===== src/logic/conv_pkg.sv =====
package conv_pkg;

    typedef logic signed [7:0]  data_t;
    typedef logic signed [19:0] psum_t;
    typedef logic [3:0]         if_addr_t;
    typedef logic [1:0]         filt_addr_t;
    typedef logic [4:0]         len_t;        // lengths and counts 0..16.
    typedef logic [7:0]         apb_addr_t;
    typedef logic [31:0]        apb_data_t;

    localparam int IF_DEPTH     = 16;
    localparam int FILT_DEPTH   = 4;
    localparam int DRAIN_CYCLES = 2;          // fetch register to psum write landing.

    localparam apb_addr_t REG_CTRL   = 8'h00;
    localparam apb_addr_t REG_CFG    = 8'h04;
    localparam apb_addr_t REG_STATUS = 8'h08;
    localparam apb_addr_t BASE_IF    = 8'h40;
    localparam apb_addr_t BASE_FILT  = 8'h80;
    localparam apb_addr_t BASE_PSUM  = 8'hC0;

    localparam logic [1:0] MODE_RSVD = 2'b11;

    typedef enum logic [1:0] {
        MODE_STRIDE1  = 2'd0,
        MODE_STRIDE2  = 2'd1,
        MODE_JUST_ADD = 2'd2
    } conv_mode_e;

    typedef enum logic [2:0] {
        ST_IDLE,
        ST_CLEAR,
        ST_FETCH,
        ST_WINDOW,
        ST_JUST_ADD,
        ST_DONE
    } ctrl_state_e;

    typedef struct packed {
        conv_mode_e mode;
        logic       clear;
        len_t       in_len;
        filt_addr_t filt_len_m1;
    } run_cfg_t;

    typedef struct packed {
        logic     valid;
        logic     filt_sel;   // 1 selects the filter scratchpad.
        if_addr_t idx;
        data_t    data;
    } scratch_wr_t;

    typedef struct packed {
        logic     valid;
        data_t    sample;
        data_t    weight;
        logic     first_tap;
        logic     last_tap;
        if_addr_t out_idx;
        logic     just_add;
    } mac_op_t;

    typedef struct packed {
        logic     valid;
        if_addr_t idx;
        psum_t    value;
    } psum_wr_t;

endpackage

===== src/logic/conv_pe_top.sv =====
`timescale 1ns/10ps

module conv_pe_top import conv_pkg::*; (
    input  logic      clk,
    input  logic      rst,
    input  logic      psel,
    input  logic      penable,
    input  logic      pwrite,
    input  apb_addr_t paddr,
    input  apb_data_t pwdata,
    output apb_data_t prdata,
    output logic      pready,
    output logic      pslverr
);

    logic        start;
    run_cfg_t    run_cfg;
    scratch_wr_t scratch_wr;
    logic        busy;
    logic        done;
    if_addr_t    psum_raddr;
    psum_t       psum_rdata;
    logic        fetch_start;
    logic        just_add;
    logic        psum_clear;
    logic        all_issued;
    mac_op_t     mac_op;
    psum_wr_t    psum_wr;

    conv_apb_decode u_decode (
        .clk        (clk),
        .rst        (rst),
        .psel       (psel),
        .penable    (penable),
        .pwrite     (pwrite),
        .paddr      (paddr),
        .pwdata     (pwdata),
        .prdata     (prdata),
        .pready     (pready),
        .pslverr    (pslverr),
        .busy       (busy),
        .done       (done),
        .start      (start),
        .run_cfg    (run_cfg),
        .scratch_wr (scratch_wr),
        .psum_raddr (psum_raddr),
        .psum_rdata (psum_rdata)
    );

    conv_controller u_ctrl (
        .clk         (clk),
        .rst         (rst),
        .start       (start),
        .run_cfg     (run_cfg),
        .all_issued  (all_issued),
        .fetch_start (fetch_start),
        .just_add    (just_add),
        .psum_clear  (psum_clear),
        .busy        (busy),
        .done        (done)
    );

    conv_operand_fetch u_fetch (
        .clk         (clk),
        .rst         (rst),
        .scratch_wr  (scratch_wr),
        .run_cfg     (run_cfg),
        .fetch_start (fetch_start),
        .just_add    (just_add),
        .mac_op      (mac_op),
        .all_issued  (all_issued)
    );

    conv_mac u_mac (
        .clk     (clk),
        .rst     (rst),
        .mac_op  (mac_op),
        .psum_wr (psum_wr)
    );

    psum_buffer u_psum (
        .clk        (clk),
        .rst        (rst),
        .psum_clear (psum_clear),
        .psum_wr    (psum_wr),
        .raddr      (psum_raddr),
        .rdata      (psum_rdata)
    );

endmodule


===== src/logic/psum_buffer.sv =====
`timescale 1ns/10ps

module psum_buffer import conv_pkg::*; (
    input  logic     clk,
    input  logic     rst,
    input  logic     psum_clear,
    input  psum_wr_t psum_wr,
    input  if_addr_t raddr,
    output psum_t    rdata
);

    psum_t    mem [IF_DEPTH];
    if_addr_t clr_idx;

    // walks the entries one per cycle while the clear phase lasts.
    always_ff @(posedge clk or posedge rst) begin
        if (rst) begin
            clr_idx <= '0;
        end else if (psum_clear) begin
            clr_idx <= clr_idx + 1'b1;
        end else begin
            clr_idx <= '0;
        end
    end

    always_ff @(posedge clk) begin
        if (psum_clear) begin
            mem[clr_idx] <= '0;
        end else if (psum_wr.valid) begin
            mem[psum_wr.idx] <= mem[psum_wr.idx] + psum_wr.value;   // wraps at 20 bits.
        end
    end

    assign rdata = mem[raddr];

endmodule


===== src/logic/conv_mac.sv =====
`timescale 1ns/10ps

module conv_mac import conv_pkg::*; (
    input  logic     clk,
    input  logic     rst,
    input  mac_op_t  mac_op,
    output psum_wr_t psum_wr
);

    logic signed [15:0] product;
    psum_t              acc;          // running window sum.
    psum_t              sum_nxt;
    psum_t              pass_val;

    assign product  = $signed(mac_op.sample) * $signed(mac_op.weight);
    assign sum_nxt  = (mac_op.first_tap ? psum_t'(0) : acc) + psum_t'(product);
    assign pass_val = psum_t'($signed(mac_op.sample));

    always_ff @(posedge clk or posedge rst) begin
        if (rst) begin
            acc     <= '0;
            psum_wr <= '0;
        end else begin
            psum_wr.valid <= mac_op.valid && (mac_op.just_add || mac_op.last_tap);
            psum_wr.idx   <= mac_op.out_idx;
            psum_wr.value <= mac_op.just_add ? pass_val : sum_nxt;
            if (mac_op.valid && !mac_op.just_add) begin
                acc <= sum_nxt;
            end
        end
    end

endmodule


===== src/logic/conv_operand_fetch.sv =====
`timescale 1ns/10ps

module conv_operand_fetch import conv_pkg::*; (
    input  logic        clk,
    input  logic        rst,
    input  scratch_wr_t scratch_wr,
    input  run_cfg_t    run_cfg,
    input  logic        fetch_start,
    input  logic        just_add,
    output mac_op_t     mac_op,
    output logic        all_issued
);

    data_t      if_mem   [IF_DEPTH];
    data_t      filt_mem [FILT_DEPTH];
    logic       active;
    if_addr_t   base;
    if_addr_t   out_idx;
    filt_addr_t tap;
    if_addr_t   stride;
    len_t       flen;
    len_t       n_out;
    len_t       n_ops;
    logic       win_last;
    logic       run_last;

    always_ff @(posedge clk) begin
        if (scratch_wr.valid) begin
            if (scratch_wr.filt_sel) begin
                filt_mem[scratch_wr.idx[1:0]] <= scratch_wr.data;
            end else begin
                if_mem[scratch_wr.idx] <= scratch_wr.data;
            end
        end
    end

    assign flen   = len_t'(run_cfg.filt_len_m1) + len_t'(1);
    assign stride = (run_cfg.mode == MODE_STRIDE2) ? if_addr_t'(2) : if_addr_t'(1);

    always_comb begin
        if (run_cfg.in_len < flen) begin
            n_out = '0;                              // filter longer than input.
        end else if (run_cfg.mode == MODE_STRIDE2) begin
            n_out = ((run_cfg.in_len - flen) >> 1) + len_t'(1);
        end else begin
            n_out = run_cfg.in_len - flen + len_t'(1);
        end
    end

    assign n_ops    = just_add ? run_cfg.in_len : n_out;
    assign win_last = just_add || tap == run_cfg.filt_len_m1;
    assign run_last = win_last && (len_t'(out_idx) + len_t'(1) == n_ops);

    // just-add holds tap at 0 and steps base by 1, so base tracks out_idx.
    always_ff @(posedge clk or posedge rst) begin
        if (rst) begin
            active     <= 1'b0;
            base       <= '0;
            out_idx    <= '0;
            tap        <= '0;
            all_issued <= 1'b0;
            mac_op     <= '0;
        end else begin
            all_issued   <= 1'b0;
            mac_op.valid <= 1'b0;
            if (fetch_start) begin
                base       <= '0;
                out_idx    <= '0;
                tap        <= '0;
                active     <= n_ops != '0;
                all_issued <= n_ops == '0;
            end else if (active) begin
                mac_op.valid     <= 1'b1;
                mac_op.sample    <= if_mem[base + if_addr_t'(tap)];
                mac_op.weight    <= just_add ? data_t'(0) : filt_mem[tap];
                mac_op.first_tap <= tap == '0;
                mac_op.last_tap  <= win_last;
                mac_op.out_idx   <= out_idx;
                mac_op.just_add  <= just_add;
                if (win_last) begin
                    tap     <= '0;
                    base    <= base + stride;
                    out_idx <= out_idx + 1'b1;
                end else begin
                    tap <= tap + 1'b1;
                end
                if (run_last) begin
                    active     <= 1'b0;
                    all_issued <= 1'b1;
                end
            end
        end
    end

endmodule


===== src/logic/conv_controller.sv =====
`timescale 1ns/10ps

module conv_controller import conv_pkg::*; (
    input  logic     clk,
    input  logic     rst,
    input  logic     start,
    input  run_cfg_t run_cfg,
    input  logic     all_issued,
    output logic     fetch_start,
    output logic     just_add,
    output logic     psum_clear,
    output logic     busy,
    output logic     done
);

    ctrl_state_e state;
    ctrl_state_e state_nxt;
    if_addr_t    cnt;          // clear length, then drain length.
    logic        draining;

    always_ff @(posedge clk or posedge rst) begin
        if (rst) begin
            state <= ST_IDLE;
        end else begin
            state <= state_nxt;
        end
    end

    always_comb begin
        state_nxt = state;
        case (state)
            ST_IDLE, ST_DONE: begin
                if (start) begin
                    state_nxt = run_cfg.clear ? ST_CLEAR : ST_FETCH;
                end
            end
            ST_CLEAR: begin
                if (cnt == if_addr_t'(IF_DEPTH - 1)) begin
                    state_nxt = ST_FETCH;
                end
            end
            ST_FETCH: state_nxt = just_add ? ST_JUST_ADD : ST_WINDOW;
            ST_WINDOW, ST_JUST_ADD: begin
                if (draining && cnt == if_addr_t'(DRAIN_CYCLES - 1)) begin
                    state_nxt = ST_DONE;
                end
            end
            default: state_nxt = ST_IDLE;
        endcase
    end

    always_ff @(posedge clk or posedge rst) begin
        if (rst) begin
            cnt      <= '0;
            draining <= 1'b0;
            just_add <= 1'b0;
        end else begin
            case (state)
                ST_IDLE, ST_DONE: begin
                    cnt      <= '0;
                    draining <= 1'b0;
                    if (start) begin
                        just_add <= run_cfg.mode == MODE_JUST_ADD;
                    end
                end
                ST_CLEAR: cnt <= cnt + 1'b1;     // wraps back to 0 on exit.
                ST_WINDOW, ST_JUST_ADD: begin
                    if (draining) begin
                        cnt <= cnt + 1'b1;
                    end else if (all_issued) begin
                        draining <= 1'b1;
                    end
                end
                default: ;
            endcase
        end
    end

    always_comb begin
        fetch_start = state == ST_FETCH;
        psum_clear  = state == ST_CLEAR;
        done        = state == ST_DONE;
        busy        = !(state == ST_IDLE || state == ST_DONE);
    end

endmodule


===== src/logic/conv_apb_decode.sv =====
`timescale 1ns/10ps

module conv_apb_decode import conv_pkg::*; (
    input  logic        clk,
    input  logic        rst,
    input  logic        psel,
    input  logic        penable,
    input  logic        pwrite,
    input  apb_addr_t   paddr,
    input  apb_data_t   pwdata,
    output apb_data_t   prdata,
    output logic        pready,
    output logic        pslverr,
    input  logic        busy,
    input  logic        done,
    output logic        start,
    output run_cfg_t    run_cfg,
    output scratch_wr_t scratch_wr,
    output if_addr_t    psum_raddr,
    input  psum_t       psum_rdata
);

    logic       access;
    logic       aligned;
    logic       hit_ctrl;
    logic       hit_cfg;
    logic       hit_status;
    logic       hit_if;
    logic       hit_filt;
    logic       hit_psum;
    logic       mapped;
    logic       wr_err;
    logic       err;
    logic       wr_ok;
    conv_mode_e wr_mode;
    conv_mode_e ctrl_mode;
    logic       ctrl_clear;
    len_t       cfg_in_len;
    filt_addr_t cfg_filt_m1;

    assign access     = psel & penable;
    assign aligned    = paddr[1:0] == 2'b00;
    assign hit_ctrl   = paddr == REG_CTRL;
    assign hit_cfg    = paddr == REG_CFG;
    assign hit_status = paddr == REG_STATUS;
    assign hit_if     = aligned && paddr[7:6] == BASE_IF[7:6];
    assign hit_filt   = aligned && paddr[7:6] == BASE_FILT[7:6] && paddr[5:4] == 2'b00;
    assign hit_psum   = aligned && paddr[7:6] == BASE_PSUM[7:6];
    assign mapped     = hit_ctrl | hit_cfg | hit_status | hit_if | hit_filt | hit_psum;

    assign wr_mode = conv_mode_e'(pwdata[3:2]);

    // status and psum space are read only, scratch and cfg are locked during a run.
    assign wr_err = pwrite && (hit_status || hit_psum
                    || (hit_ctrl && pwdata[0] && pwdata[3:2] == MODE_RSVD)
                    || (busy && (hit_if || hit_filt || hit_cfg)));
    assign err     = !mapped || wr_err;
    assign pslverr = access & err;
    assign wr_ok   = access & pwrite & ~err;
    assign pready  = 1'b1;

    always_ff @(posedge clk or posedge rst) begin
        if (rst) begin
            start       <= 1'b0;
            ctrl_mode   <= MODE_STRIDE1;
            ctrl_clear  <= 1'b0;
            cfg_in_len  <= '0;
            cfg_filt_m1 <= '0;
        end else begin
            start <= 1'b0;
            if (wr_ok && hit_ctrl && !busy) begin   // go while busy is dropped.
                ctrl_mode  <= wr_mode;
                ctrl_clear <= pwdata[1];
                start      <= pwdata[0];
            end
            if (wr_ok && hit_cfg) begin
                cfg_in_len  <= pwdata[4:0];
                cfg_filt_m1 <= pwdata[9:8];
            end
        end
    end

    assign run_cfg = '{mode: ctrl_mode, clear: ctrl_clear,
                       in_len: cfg_in_len, filt_len_m1: cfg_filt_m1};

    always_comb begin
        scratch_wr.valid    = wr_ok && (hit_if || hit_filt);
        scratch_wr.filt_sel = hit_filt;
        scratch_wr.idx      = paddr[5:2];
        scratch_wr.data     = pwdata[7:0];
    end

    assign psum_raddr = paddr[5:2];

    // scratchpads are write only and read back as zero.
    always_comb begin
        prdata = '0;
        if (hit_ctrl) begin
            prdata[3:1] = {ctrl_mode, ctrl_clear};
        end else if (hit_cfg) begin
            prdata[4:0] = cfg_in_len;
            prdata[9:8] = cfg_filt_m1;
        end else if (hit_status) begin
            prdata[1:0] = {done, busy};
        end else if (hit_psum) begin
            prdata = apb_data_t'(psum_rdata);       // sign-extended.
        end
    end

endmodule


===== config.mk =====
export PLATFORM = sky130hd
export DESIGN_NAME = conv_pe_top
export DESIGN_NICKNAME = d
export VERILOG_FILES = /design/src/logic/conv_pkg.sv /design/src/logic/conv_pe_top.sv /design/src/logic/psum_buffer.sv /design/src/logic/conv_mac.sv /design/src/logic/conv_operand_fetch.sv /design/src/logic/conv_controller.sv /design/src/logic/conv_apb_decode.sv
export SDC_FILE = /design/constraint.sdc
export NUM_CORES = 1
export LEC_CHECK = 0
export ABC_AREA = 0
export BUFFER_PORTS_ARGS = -buffer_cell sky130_fd_sc_hd__buf_2
export CAP_MARGIN = 20
export CORE_MARGIN = 3
export CORE_UTILIZATION = 40
export DETAILED_ROUTE_END_ITERATION = 12
export GPL_ROUTABILITY_DRIVEN = 0
export PLACE_DENSITY = 0.61
export SLEW_MARGIN = 30
export SYNTH_ARGS = -nofsm -noshare
export SYNTH_HDL_FRONTEND = slang
export SYNTH_SLANG_ARGS = --single-unit

===== constraint.sdc =====
create_clock -name clk -period 16.6 [get_ports clk]
set_input_delay 1.66 -clock clk [delete_from_list [all_inputs] [get_ports clk]]
set_output_delay 1.66 -clock clk [all_outputs]
set_load 0.03 [all_outputs]

[Word level (Yosys, flattened, before mapping)]
Memory sizes are Yosys's and may differ from the RTL's.
Cells that the tools add are included.
Storage, ports and cells
  RAM bits: 480
  ROM bits: 0
  flip-flop bits (word level): 105
  memories: 3
  latch bits: 0
Operators by class
  magnitude comparators: 1
  reductions and logical operators: 47
  equal/unequal tests: 21
  multiply operators: 1
  bitwise operators: 11
  div/mod/pow operators: 0
  mux-type cells: 61
  add/subtract/negate cells: 13
  shift-type cells: 0
Memory list
  u_psum.mem: words 16, bits a word 20, read ports 2, clocked after memory_dff 0, write ports 1, line psum_buffer.sv:12  | psum_t mem [IF_DEPTH];
  u_fetch.if_mem: words 16, bits a word 8, read ports 1, clocked after memory_dff 0, write ports 1, line conv_operand_fetch.sv:14  | data_t if_mem [IF_DEPTH];
  u_fetch.filt_mem: words 4, bits a word 8, read ports 1, clocked after memory_dff 0, write ports 1, line conv_operand_fetch.sv:15  | data_t filt_mem [FILT_DEPTH];
Operators with widths (number)
  $mux W20: 3
  $mux W24: 2
  $mux W4: 9
  $mux W32: 1
  $mux W30: 1
  $mux W28: 1
  $mux W1: 22
  $mux W22: 1
  $add A20 B16 Y20: 1
  $add A20 B20 Y20: 1
  $mux W5: 4
  $reduce_or A20 Y1: 1
  $mux W3: 6
  $logic_and A1 B1 Y1: 16
  $mul A8 B8 Y16: 1
  $mux W2: 7
  $add A4 B1 Y4 const B: 3
  $pmux W3 S4: 1
  $pmux W4 S3: 1
  $add A4 B1 Y5 const B: 2
  $logic_or A1 B1 Y1: 9
  $eq A2 B2 Y1 const B: 4
  $eq A8 B3 Y1 const B: 1
  $eq A8 B4 Y1 const B: 1
  other kinds (33): 56

[Logic depth before layout (Yosys ltp)]
Gate-level depths: netlist (run 1).
  depth after elaboration: 14
  mapped depth: 19

[By module]
A second synthesis (run 1) with hierarchy kept.
Second synthesis, totals
  cell total of the unflattened synthesis: 1948
  area total of the unflattened synthesis: 31102.3 um^2
Modules (own cells, without submodules)
  psum_buffer: times used 1, area an instance 15652.5 um^2, cells each 748, sequential area each 9709.3 um^2
  conv_operand_fetch: times used 1, area an instance 8461.9 um^2, cells each 508, sequential area each 5705.5 um^2
  conv_mac: times used 1, area an instance 5211.2 um^2, cells each 497, sequential area each 1126.1 um^2
  conv_apb_decode: times used 1, area an instance 1066.0 um^2, cells each 120, sequential area each 275.3 um^2
  conv_controller: times used 1, area an instance 710.7 um^2, cells each 75, sequential area each 225.2 um^2

[Worst setup path after synthesis (run 1)]
No wires, ideal clock.
  path kind: input to output
  start: input port paddr[3]
  end: output port prdata[20]
  setup slack: 10.836 ns
  stages: 7
  data arrival time: 4.104 ns
  data required time: 14.940 ns
  buffers on the path: 4
  path through: buf_2 -> buf_1 -> clkbuf_1 -> mux4_2 -> mux4_2 -> nor2b_1 -> buf_4
On the way
  cells in the longest elaborated chain, start to end: 5
  elaborated cells on any way between the ends: 8
RTL lines
  start: declaration: line conv_pe_top.sv:9  | input apb_addr_t paddr,
  $mem_v2 Z16 W20
  $mux W32: line conv_apb_decode.sv:105  | end else if (hit_psum) begin
  $mux W30: line conv_apb_decode.sv:103  | end else if (hit_status) begin
  $mux W22: line conv_apb_decode.sv:100  | end else if (hit_cfg) begin
  $mux W28 (*): line conv_apb_decode.sv:98  | if (hit_ctrl) begin
  end: declaration: line conv_pe_top.sv:11  | output apb_data_t prdata,
Every way passes the cells marked *; elsewhere a longest branch is shown, timed or not.

[Final worst setup path (run 1)]
  start: input port paddr[2]
  end: output port prdata[0]
On the way
  cells in the longest elaborated chain, start to end: 5
  elaborated cells on any way between the ends: 8
RTL lines (line)
  $mem_v2 Z16 W20
  $mux W32: conv_apb_decode.sv:105
  $mux W2: conv_apb_decode.sv:103
  $mux W5: conv_apb_decode.sv:100
  $mux W1 (*): conv_apb_decode.sv:98
Marks and branches as above.

==> results.md, run 1 <==
* Portion of synthesized cell area occupied by the leading cell type at 47.0%
* Endpoint required time on the critical path at 14.94 ns
* Number of buffers on the longest clock path at 3
* Tmin final at 6.21 ns
* Combined buffer and inverter count along the critical path at 3
* Final clock skew at 0.0651 ns
* Synthesized-area fraction occupied by adder cells at 9.22%
* Max cap viols at 0
* Full die area at 0.0801 mm^2
* Final Max Tran Viols at 0
* Metal3 WL at 4170 um
* Largest family of logic cells by synthesized area: multiplexers
* Wire length of the first global-routing pass at 112,000 um
* Post-cts sizing count at 0
* Ratio of final minimum period to clock period at 37.4%
* Maximum number of pins on one net before global-route repair at 68
* Final non-filler cell total at 3,059
* Total number of clock tree sinks at 585
* Via Count at 17,300
* Number of cells on the critical path at 7
* Detailed router's first-iteration violation count at 1,523
* Number of I/O pins at 79
* Number of instances in the synthesized netlist at 1,943
* Most used DFF post-synth: sky130_fd_sc_hd__edfxtp_1
* Max Clk Rate at 161 MHz
* Metal-1 WL at 30,100 um
* Capturing instance or port of the critical path: prdata[0]
* Syn_nets at 2,159
* Yosys synthesis warning count at 0
* Endpoint of the worst-slack reg-to-reg timing path: u_mac.psum_wr[18]$_DFF_PP0_
* Cell type with the highest aggregate area in the netlist: sky130_fd_sc_hd__edfxtp_1
* Internal reg-to-reg setup slack at 10.68 ns
* CP Data Arrival Time at 4.55 ns
* Area contributors post-synth: sky130_fd_sc_hd__edfxtp_1 (47%), sky130_fd_sc_hd__mux4_2 (18%), sky130_fd_sc_hd__dfrtp_1 (8.6%), sky130_fd_sc_hd__fa_1 (6.0%), sky130_fd_sc_hd__ha_1 (3.2%)
* TritonCTS clock tree: yes
* Accumulated negative setup slack at 0 ns
* Number of port buffers at 55
* Met2 layer wire length in the routed design at 37,400 um
* Initial antenna violation count at 0
* Commonest non-fill, non-tap cell in the layout: sky130_fd_sc_hd__edfxtp_1
* Post-Place Worst Slack at 9.95 ns
* Transition time at the pin with the least slew margin at 0.896 ns
* Endpoint type of the worst setup path: output pin
* Vias in the first global route at 18,400
* Worst stage delay on the critical path at 0.66 ns
* Effective utilization at floorplan at 40.8%
* Chain of cells forming the critical path: buf_6 > buf_6 > mux4_2 > mux4_2 > nor2b_1 > a211o_1 > buf_2
* Number of buffers created by CTS at 61
* Startpoint type of the worst setup path: input pin
* # nets final at 2,202
* Status: completed
* Total setup buffers inserted after CTS at 0
* Clock-pin transition on the worst setup and hold timing paths at 0.06 ns
* Synthesis-to-finish area growth at 11.5%
* Post-synthesis mux area share at 19.3%
* Unrepaired setup endpoints after global routing: no
* Xor/xnor share of the synthesized area at 1.46%
* Critical-path maximum fanout at 50
* Number of cells in the design after placement at 2,941
* Area of the placeable core at 0.0752 mm^2
* Commonest non-fill, non-tap cells in the layout: sky130_fd_sc_hd__edfxtp_1 (480), sky130_fd_sc_hd__mux4_2 (248), sky130_fd_sc_hd__inv_1 (128)
* Post-synthesis compound-gate area fraction at 4.39%
* Per-cell via count in the routed design at 5.67
* Insertion delay of the later-clocked pin in the worst-skew pair at 0.65 ns
* Worst setup path class: in -> out
* Aggregate routed wire length at 73,500 um
* Number of cells on the worst reg-to-reg path at 13
* Unique masters post-synth at 84
* Total Routing Usage GR at 18.3%
* Post-synth design cell area at 0.0307 mm^2
* Worst flop-to-flop path startpoint: u_fetch.mac_op[22]$_DFFE_PP0P_
* Post-synthesis async set-or-reset flop share at 17.9%
* Count of final hold-check violations at 0
* Die extent in x at 283 um
* Count of flip-flops with a built-in enable after synthesis at 480
* Floorplan row count at 100
* Remaining design rule violation count at 0
* Relative slew slack at 39.7%
* CTS Root Buffer Type: sky130_fd_sc_hd__clkbuf_16
* Global route overflow at 0
* Die Y-Extent at 283 um
* Mean routed wirelength per cell at 24.0 um
* Library cell contributing the largest single delay on the critical path: sky130_fd_sc_hd__buf_6
* Endpoints failing setup at 0
* Number of detailed-route iterations in the first pass at 5
* Average cell area after synthesis at 15.8 um^2
* Share of synthesized cell area in and, or, nand and nor gates at 6.72%
* Setup slack after layout at 10.39 ns
* Number of diodes added for antenna fixing at 0
* Top layer reached by signal wires: met4
* Cell type group with the largest total delay on the critical path: buffers and inverters
* Count of state elements after synthesis at 585
* Antenna Nets Post-Route at 0
* Share of the yosys chip area belonging to registers at 55.5%
* H-Tree Depth at 2
* Hold buffer count at CTS at 0
* Crit. Startpoint: paddr[2]
* Share of cells above drive strength 1 at 25.5%
* DPL Wire Length at 46,700 um
* Tightest Hold Check Type: reg -> reg
## worst min path at each step
stage / startpoint / end / slack [ns] / cells after the start
finish: u_fetch.mac_op[2]$_DFFE_PP0P_ / u_mac.psum_wr[21]$_DFF_PP0_ / 0.38 / 0
global route: u_fetch.mac_op[2]$_DFFE_PP0P_ / u_mac.psum_wr[21]$_DFF_PP0_ / 0.38 / 0
CTS: u_fetch.mac_op[2]$_DFFE_PP0P_ / u_mac.psum_wr[21]$_DFF_PP0_ / 0.38 / 0
detailed placement: u_fetch.mac_op[4]$_DFFE_PP0P_ / u_mac.psum_wr[23]$_DFF_PP0_ / 0.36 / 0
global placement: u_fetch.mac_op[3]$_DFFE_PP0P_ / u_mac.psum_wr[22]$_DFF_PP0_ / 0.36 / 0
floorplan: u_fetch.mac_op[1]$_DFFE_PP0P_ / u_mac.psum_wr[20]$_DFF_PP0_ / 0.35 / 0
## final cells by class
type | count | area [um^2]
multi-input cells | 1113 | 12700
inverters | 132 | 498
flip-flops and latches | 585 | 17100
fillers | 6506 | 41000
clock buffers | 76 | 1600
clock inverters | 40 | 483
repair buffers | 93 | 597
well taps | 1020 | 1280
## state kept, by name, summed over array words and instances, names as in the netlist, 2 cells and up
signal	count
u_psum.mem	320
u_fetch.if_mem	128
u_fetch.filt_mem	32
u_mac.psum_wr	25
u_fetch.mac_op	24
u_mac.acc	20
u_decode.cfg_in_len	5
u_ctrl.cnt	4
u_fetch.base	4
u_fetch.out_idx	4
u_psum.clr_idx	4
u_ctrl.state	3
u_decode.cfg_filt_m1	2
u_decode.ctrl_mode	2
u_fetch.tap	2
## routing by layer
| metal | vias to the layer above | track usage, % |
|---|---|---|
| met2 | 503 | 31.3 |
| met1 | 9163 | 24.5 |
| met5 | - | 0 |
| met4 | 0 | 5.18 |
| met3 | 116 | 2.63 |
| li1 | 7557 | - |
## Yosys cell counts, drive strengths merged (42+ instances only)
cell and instances:
edfxtp 480, mux4 248, inv 131, nand2 119
dfrtp 105, fa 92, nor2 91, ha 79
clkbuf 66, o21ai 58, buf 47, a21oi 42
## logic make-up (layout without fill, tap and decap cells)
| group | after synthesis | count (layout) |
|---|---|---|
| DFF | 585 | 585 |
| xor gates and xnor gates | 51 | 51 |
| muxes | 278 | 278 |
| AOI/OAI and AO/OA | 203 | 203 |
| adders and majority gates | 171 | 171 |
| buffers and inverters | 245 | 341 |
| and+or+nand+nor | 409 | 409 |
| other | 1 | 1 |
## worst register-to-register path: stages (launching register included)
cell                        delay [ns]
sky130_fd_sc_hd__dfrtp_1          0.65
sky130_fd_sc_hd__and2_1           0.69
sky130_fd_sc_hd__fa_1             0.56
sky130_fd_sc_hd__fa_1             0.50
sky130_fd_sc_hd__fa_1             0.58
sky130_fd_sc_hd__fa_1             0.44
sky130_fd_sc_hd__ha_1             0.29
sky130_fd_sc_hd__ha_1             0.32
sky130_fd_sc_hd__o21ai_0          0.32
sky130_fd_sc_hd__o31ai_1          0.16
sky130_fd_sc_hd__o41ai_2          0.37
sky130_fd_sc_hd__o2111ai_1        0.26
sky130_fd_sc_hd__and4_1           0.26
sky130_fd_sc_hd__or3_1            0.37
## per-stage QoR
stage / hold slack (ns) / instance area (um^2) / util (%)
global route: 0.381 / 34200 / 45.5
CTS: 0.378 / 34100 / 45.4
floorplan: 0.354 / 30700 / -
finish: 0.376 / 34200 / 45.5
global placement: 0.364 / 32000 / 42.6
detailed placement: 0.360 / 32100 / 42.6
Power of run 1 is not shown: default switching activity piles up to over one toggle a cycle in this logic, so the estimate is an artifact.
==> inputs of run 2 (changes only) <==
- PLACE_DENSITY: 0.61 -> 0.63
- clock period: 16.6 -> 5.4 ns (I/O delays scaled with it)
==> results.md, run 2 (synthesized netlist as in run 1, its figures left out) <==
* Status: completed
* Antenna Nets Post-Route at 0 (unchanged)
* Effective utilization at floorplan at 40.8% (unchanged)
* Register ranked first by flip-flop count: u_psum.mem
* Number of port buffers at 55 (unchanged)
* Worst stage delay on the critical path at 0.57 ns (-0.09 ns)
* Initial antenna violation count at 1 (+1)
* Die extent in x at 283 um (unchanged)
* Relative slew slack at 38.1% (-1.6 points)
* Chain of cells forming the critical path: and2_2 > buf_4 > fa_1 > fa_1 > fa_1 > fa_1 > ha_1 > ha_1 > a21o_1 > nand2_1 > o31ai_2 > o41ai_2 > o2111ai_1 > and4_1 > or3_1
* Instance area after placement at 0.0323 mm^2 (+0.69%)
* Commonest non-fill, non-tap cell in the layout: sky130_fd_sc_hd__edfxtp_1
* Post-Place Worst Slack at 0.0718 ns (-9.87 ns)
* Library cell contributing the largest single delay on the critical path: sky130_fd_sc_hd__fa_1
* Capturing instance or port of the critical path: u_mac.psum_wr[18]$_DFF_PP0_
* Number of cells on the worst reg-to-reg path at 15 (+2)
* Startpoint type of the worst setup path: flip-flop
* Worst flop-to-flop path startpoint: u_fetch.mac_op[22]$_DFFE_PP0P_
* DPL Wire Length at 47,700 um (+2.2%)
* Cell type with the highest occurrence count on the critical path: sky130_fd_sc_hd__fa_1
* Unrepaired setup endpoints after global routing: no
* Insertion delay of the later-clocked pin in the worst-skew pair at 0.61 ns (-0.04 ns)
* Share of cells above drive strength 1 at 27.4% (+1.9 points)
* Per-cell via count in the routed design at 5.70 (+0.62%)
* Hold buffer count at CTS at 0 (unchanged)
* Number of buffers created by CTS at 66 (+8.2%)
* Count of final hold-check violations at 0 (unchanged)
* Maximum number of pins on one net before global-route repair at 75 (+10%)
* Tightest Hold Check Type: in -> async
* Endpoint required time on the critical path at 5.86 ns (-9.08 ns)
* Worst setup path class: reg -> reg
* Area of the placeable core at 0.0752 mm^2 (unchanged)
* Endpoint of the worst-slack reg-to-reg timing path: u_mac.psum_wr[18]$_DFF_PP0_
* Tmin final at 5.23 ns
* Number of detailed-route iterations in the first pass at 5 (unchanged)
* Endpoints failing setup at 0 (unchanged)
* Full die area at 0.0801 mm^2 (unchanged)
* Final clock skew at 0.0250 ns (-0.0401 ns)
* Remaining design rule violation count at 0 (unchanged)
* Fill cells at 6,431 (-1.2%)
* Endpoint type of the worst setup path: flip-flop
* Largest register FFs at 320 (unchanged)
* Vias in the first global route at 18,600 (+1.1%)
* TritonCTS clock tree: yes
* Max cap viols at 0 (unchanged)
* Commonest non-fill, non-tap cells in the layout: sky130_fd_sc_hd__edfxtp_1 (480), sky130_fd_sc_hd__mux4_2 (248), sky130_fd_sc_hd__inv_1 (128)
* Worst hold-check slack at 0.0250 ns (-0.351 ns)
* CTS Root Buffer Type: sky130_fd_sc_hd__clkbuf_16
* Summed area of non-filler cells in the final layout at 0.0347 mm^2 (+1.4%)
* # nets final at 2,237 (+1.6%)
* Total Routing Usage GR at 18.6% (+0.28 points)
* Clock-pin transition on the worst setup and hold timing paths at 0.06 ns (about the same)
* Synthesis-to-finish area growth at 13.1%
* Internal reg-to-reg setup slack at 0.17 ns (-10.51 ns)
* CP Data Arrival Time at 5.69 ns (+1.14 ns)
* Final Max Tran Viols at 0 (unchanged)
* Global route overflow at 0 (unchanged)
* Total number of clock tree sinks at 585 (unchanged)
* Setup slack after layout at 0.167 ns (-10.22 ns)
* Floorplan row count at 100 (unchanged)
* Detailed router's first-iteration violation count at 1,445 (-5.1%)
* H-Tree Depth at 3 (+1)
* Aggregate routed wire length at 74,300 um (+1.1%)
* Crit. Startpoint: u_fetch.mac_op[22]$_DFFE_PP0P_
* Transition time at the pin with the least slew margin at 0.926 ns (+0.0294 ns)
* Number of I/O pins at 79 (unchanged)
* Via Count at 17,700 (+1.8%)
* Mean routed wirelength per cell at 24.0 um (-0.13%)
* Critical-path maximum fanout at 12 (-76%)
* Wire length of the first global-routing pass at 114,000 um (+1.9%)
* Ratio of final minimum period to clock period at 96.9%
* Accumulated negative setup slack at 0 ns (unchanged)
* Die Y-Extent at 283 um (unchanged)
* Max Clk Rate at 191 MHz
* Number of buffers on the longest clock path at 3 (unchanged)
==> run 2: timing repair <==
action,CTS,global route
gates resized for setup,0,15
buffers inserted,0,2
endpoints found under the setup margin,0,8
==> run 2: worst min-delay path by stage <==
stage,startpoint,end,slack (ns),depth (start not counted)
final,rst,u_fetch.mac_op[20]$_DFFE_PP0P_,0.02,2
after global routing,rst,u_fetch.mac_op[20]$_DFFE_PP0P_,0.09,2
after CTS,pwdata[9],u_decode.cfg_filt_m1[1]$_DFFE_PP0P_,0.16,2
after detailed placement,u_fetch.mac_op[4]$_DFFE_PP0P_,u_mac.psum_wr[23]$_DFF_PP0_,0.36,0
after global placement,u_fetch.mac_op[4]$_DFFE_PP0P_,u_mac.psum_wr[23]$_DFF_PP0_,0.36,0
after floorplan,u_fetch.mac_op[1]$_DFFE_PP0P_,u_mac.psum_wr[20]$_DFF_PP0_,0.35,0
==> run 2: layer usage <==
layer | part of all wire, % | track usage (%) | wire length [um] | vias to the layer above
met3 | 6.4 | 3.30 | 4730 | 121
met4 | 2.5 | 5.39 | 1820 | 0
li1 | - | - | - | 7613
met5 | 0 | 0 | 0 | -
met2 | 50 | 31.4 | 37200 | 646
met1 | 41 | 24.8 | 30500 | 9277
==> run 2: critical path: cells and delay by family (launching register included) <==
kind,cells,cell delay (ns)
flip-flops,1,0.45
AND/OR/NAND/NOR,4,0.93
AO/OA/AOI/OAI,4,0.84
adder cells (fa/ha/maj),6,2.65
buffers and inverters,1,0.21
==> run 2: final cells by class <==
cell class                      count  area (um^2)  area share, %
Sequential cell                   585        17100           49.2
Clock inverter                     36          467           1.35
Tap cell                         1020         1280           3.68
Inverter                          132          500           1.44
Multi-Input combinational cell   1113        12800           36.8
Antenna cell                        1         2.50        0.00721
Timing Repair Buffer              123          817           2.36
Clock buffer                       86         1810           5.21
==> run 2: metrics by stage <==
stage | utilization [%] | instances
after floorplan | - | 1943
after global placement | 42.9 | 2971
after detailed placement | 42.9 | 2971
after CTS | 46.0 | 3093
after global routing | 46.1 | 3095
final | 46.1 | 3096
Power of run 2 is left out for the same reason.
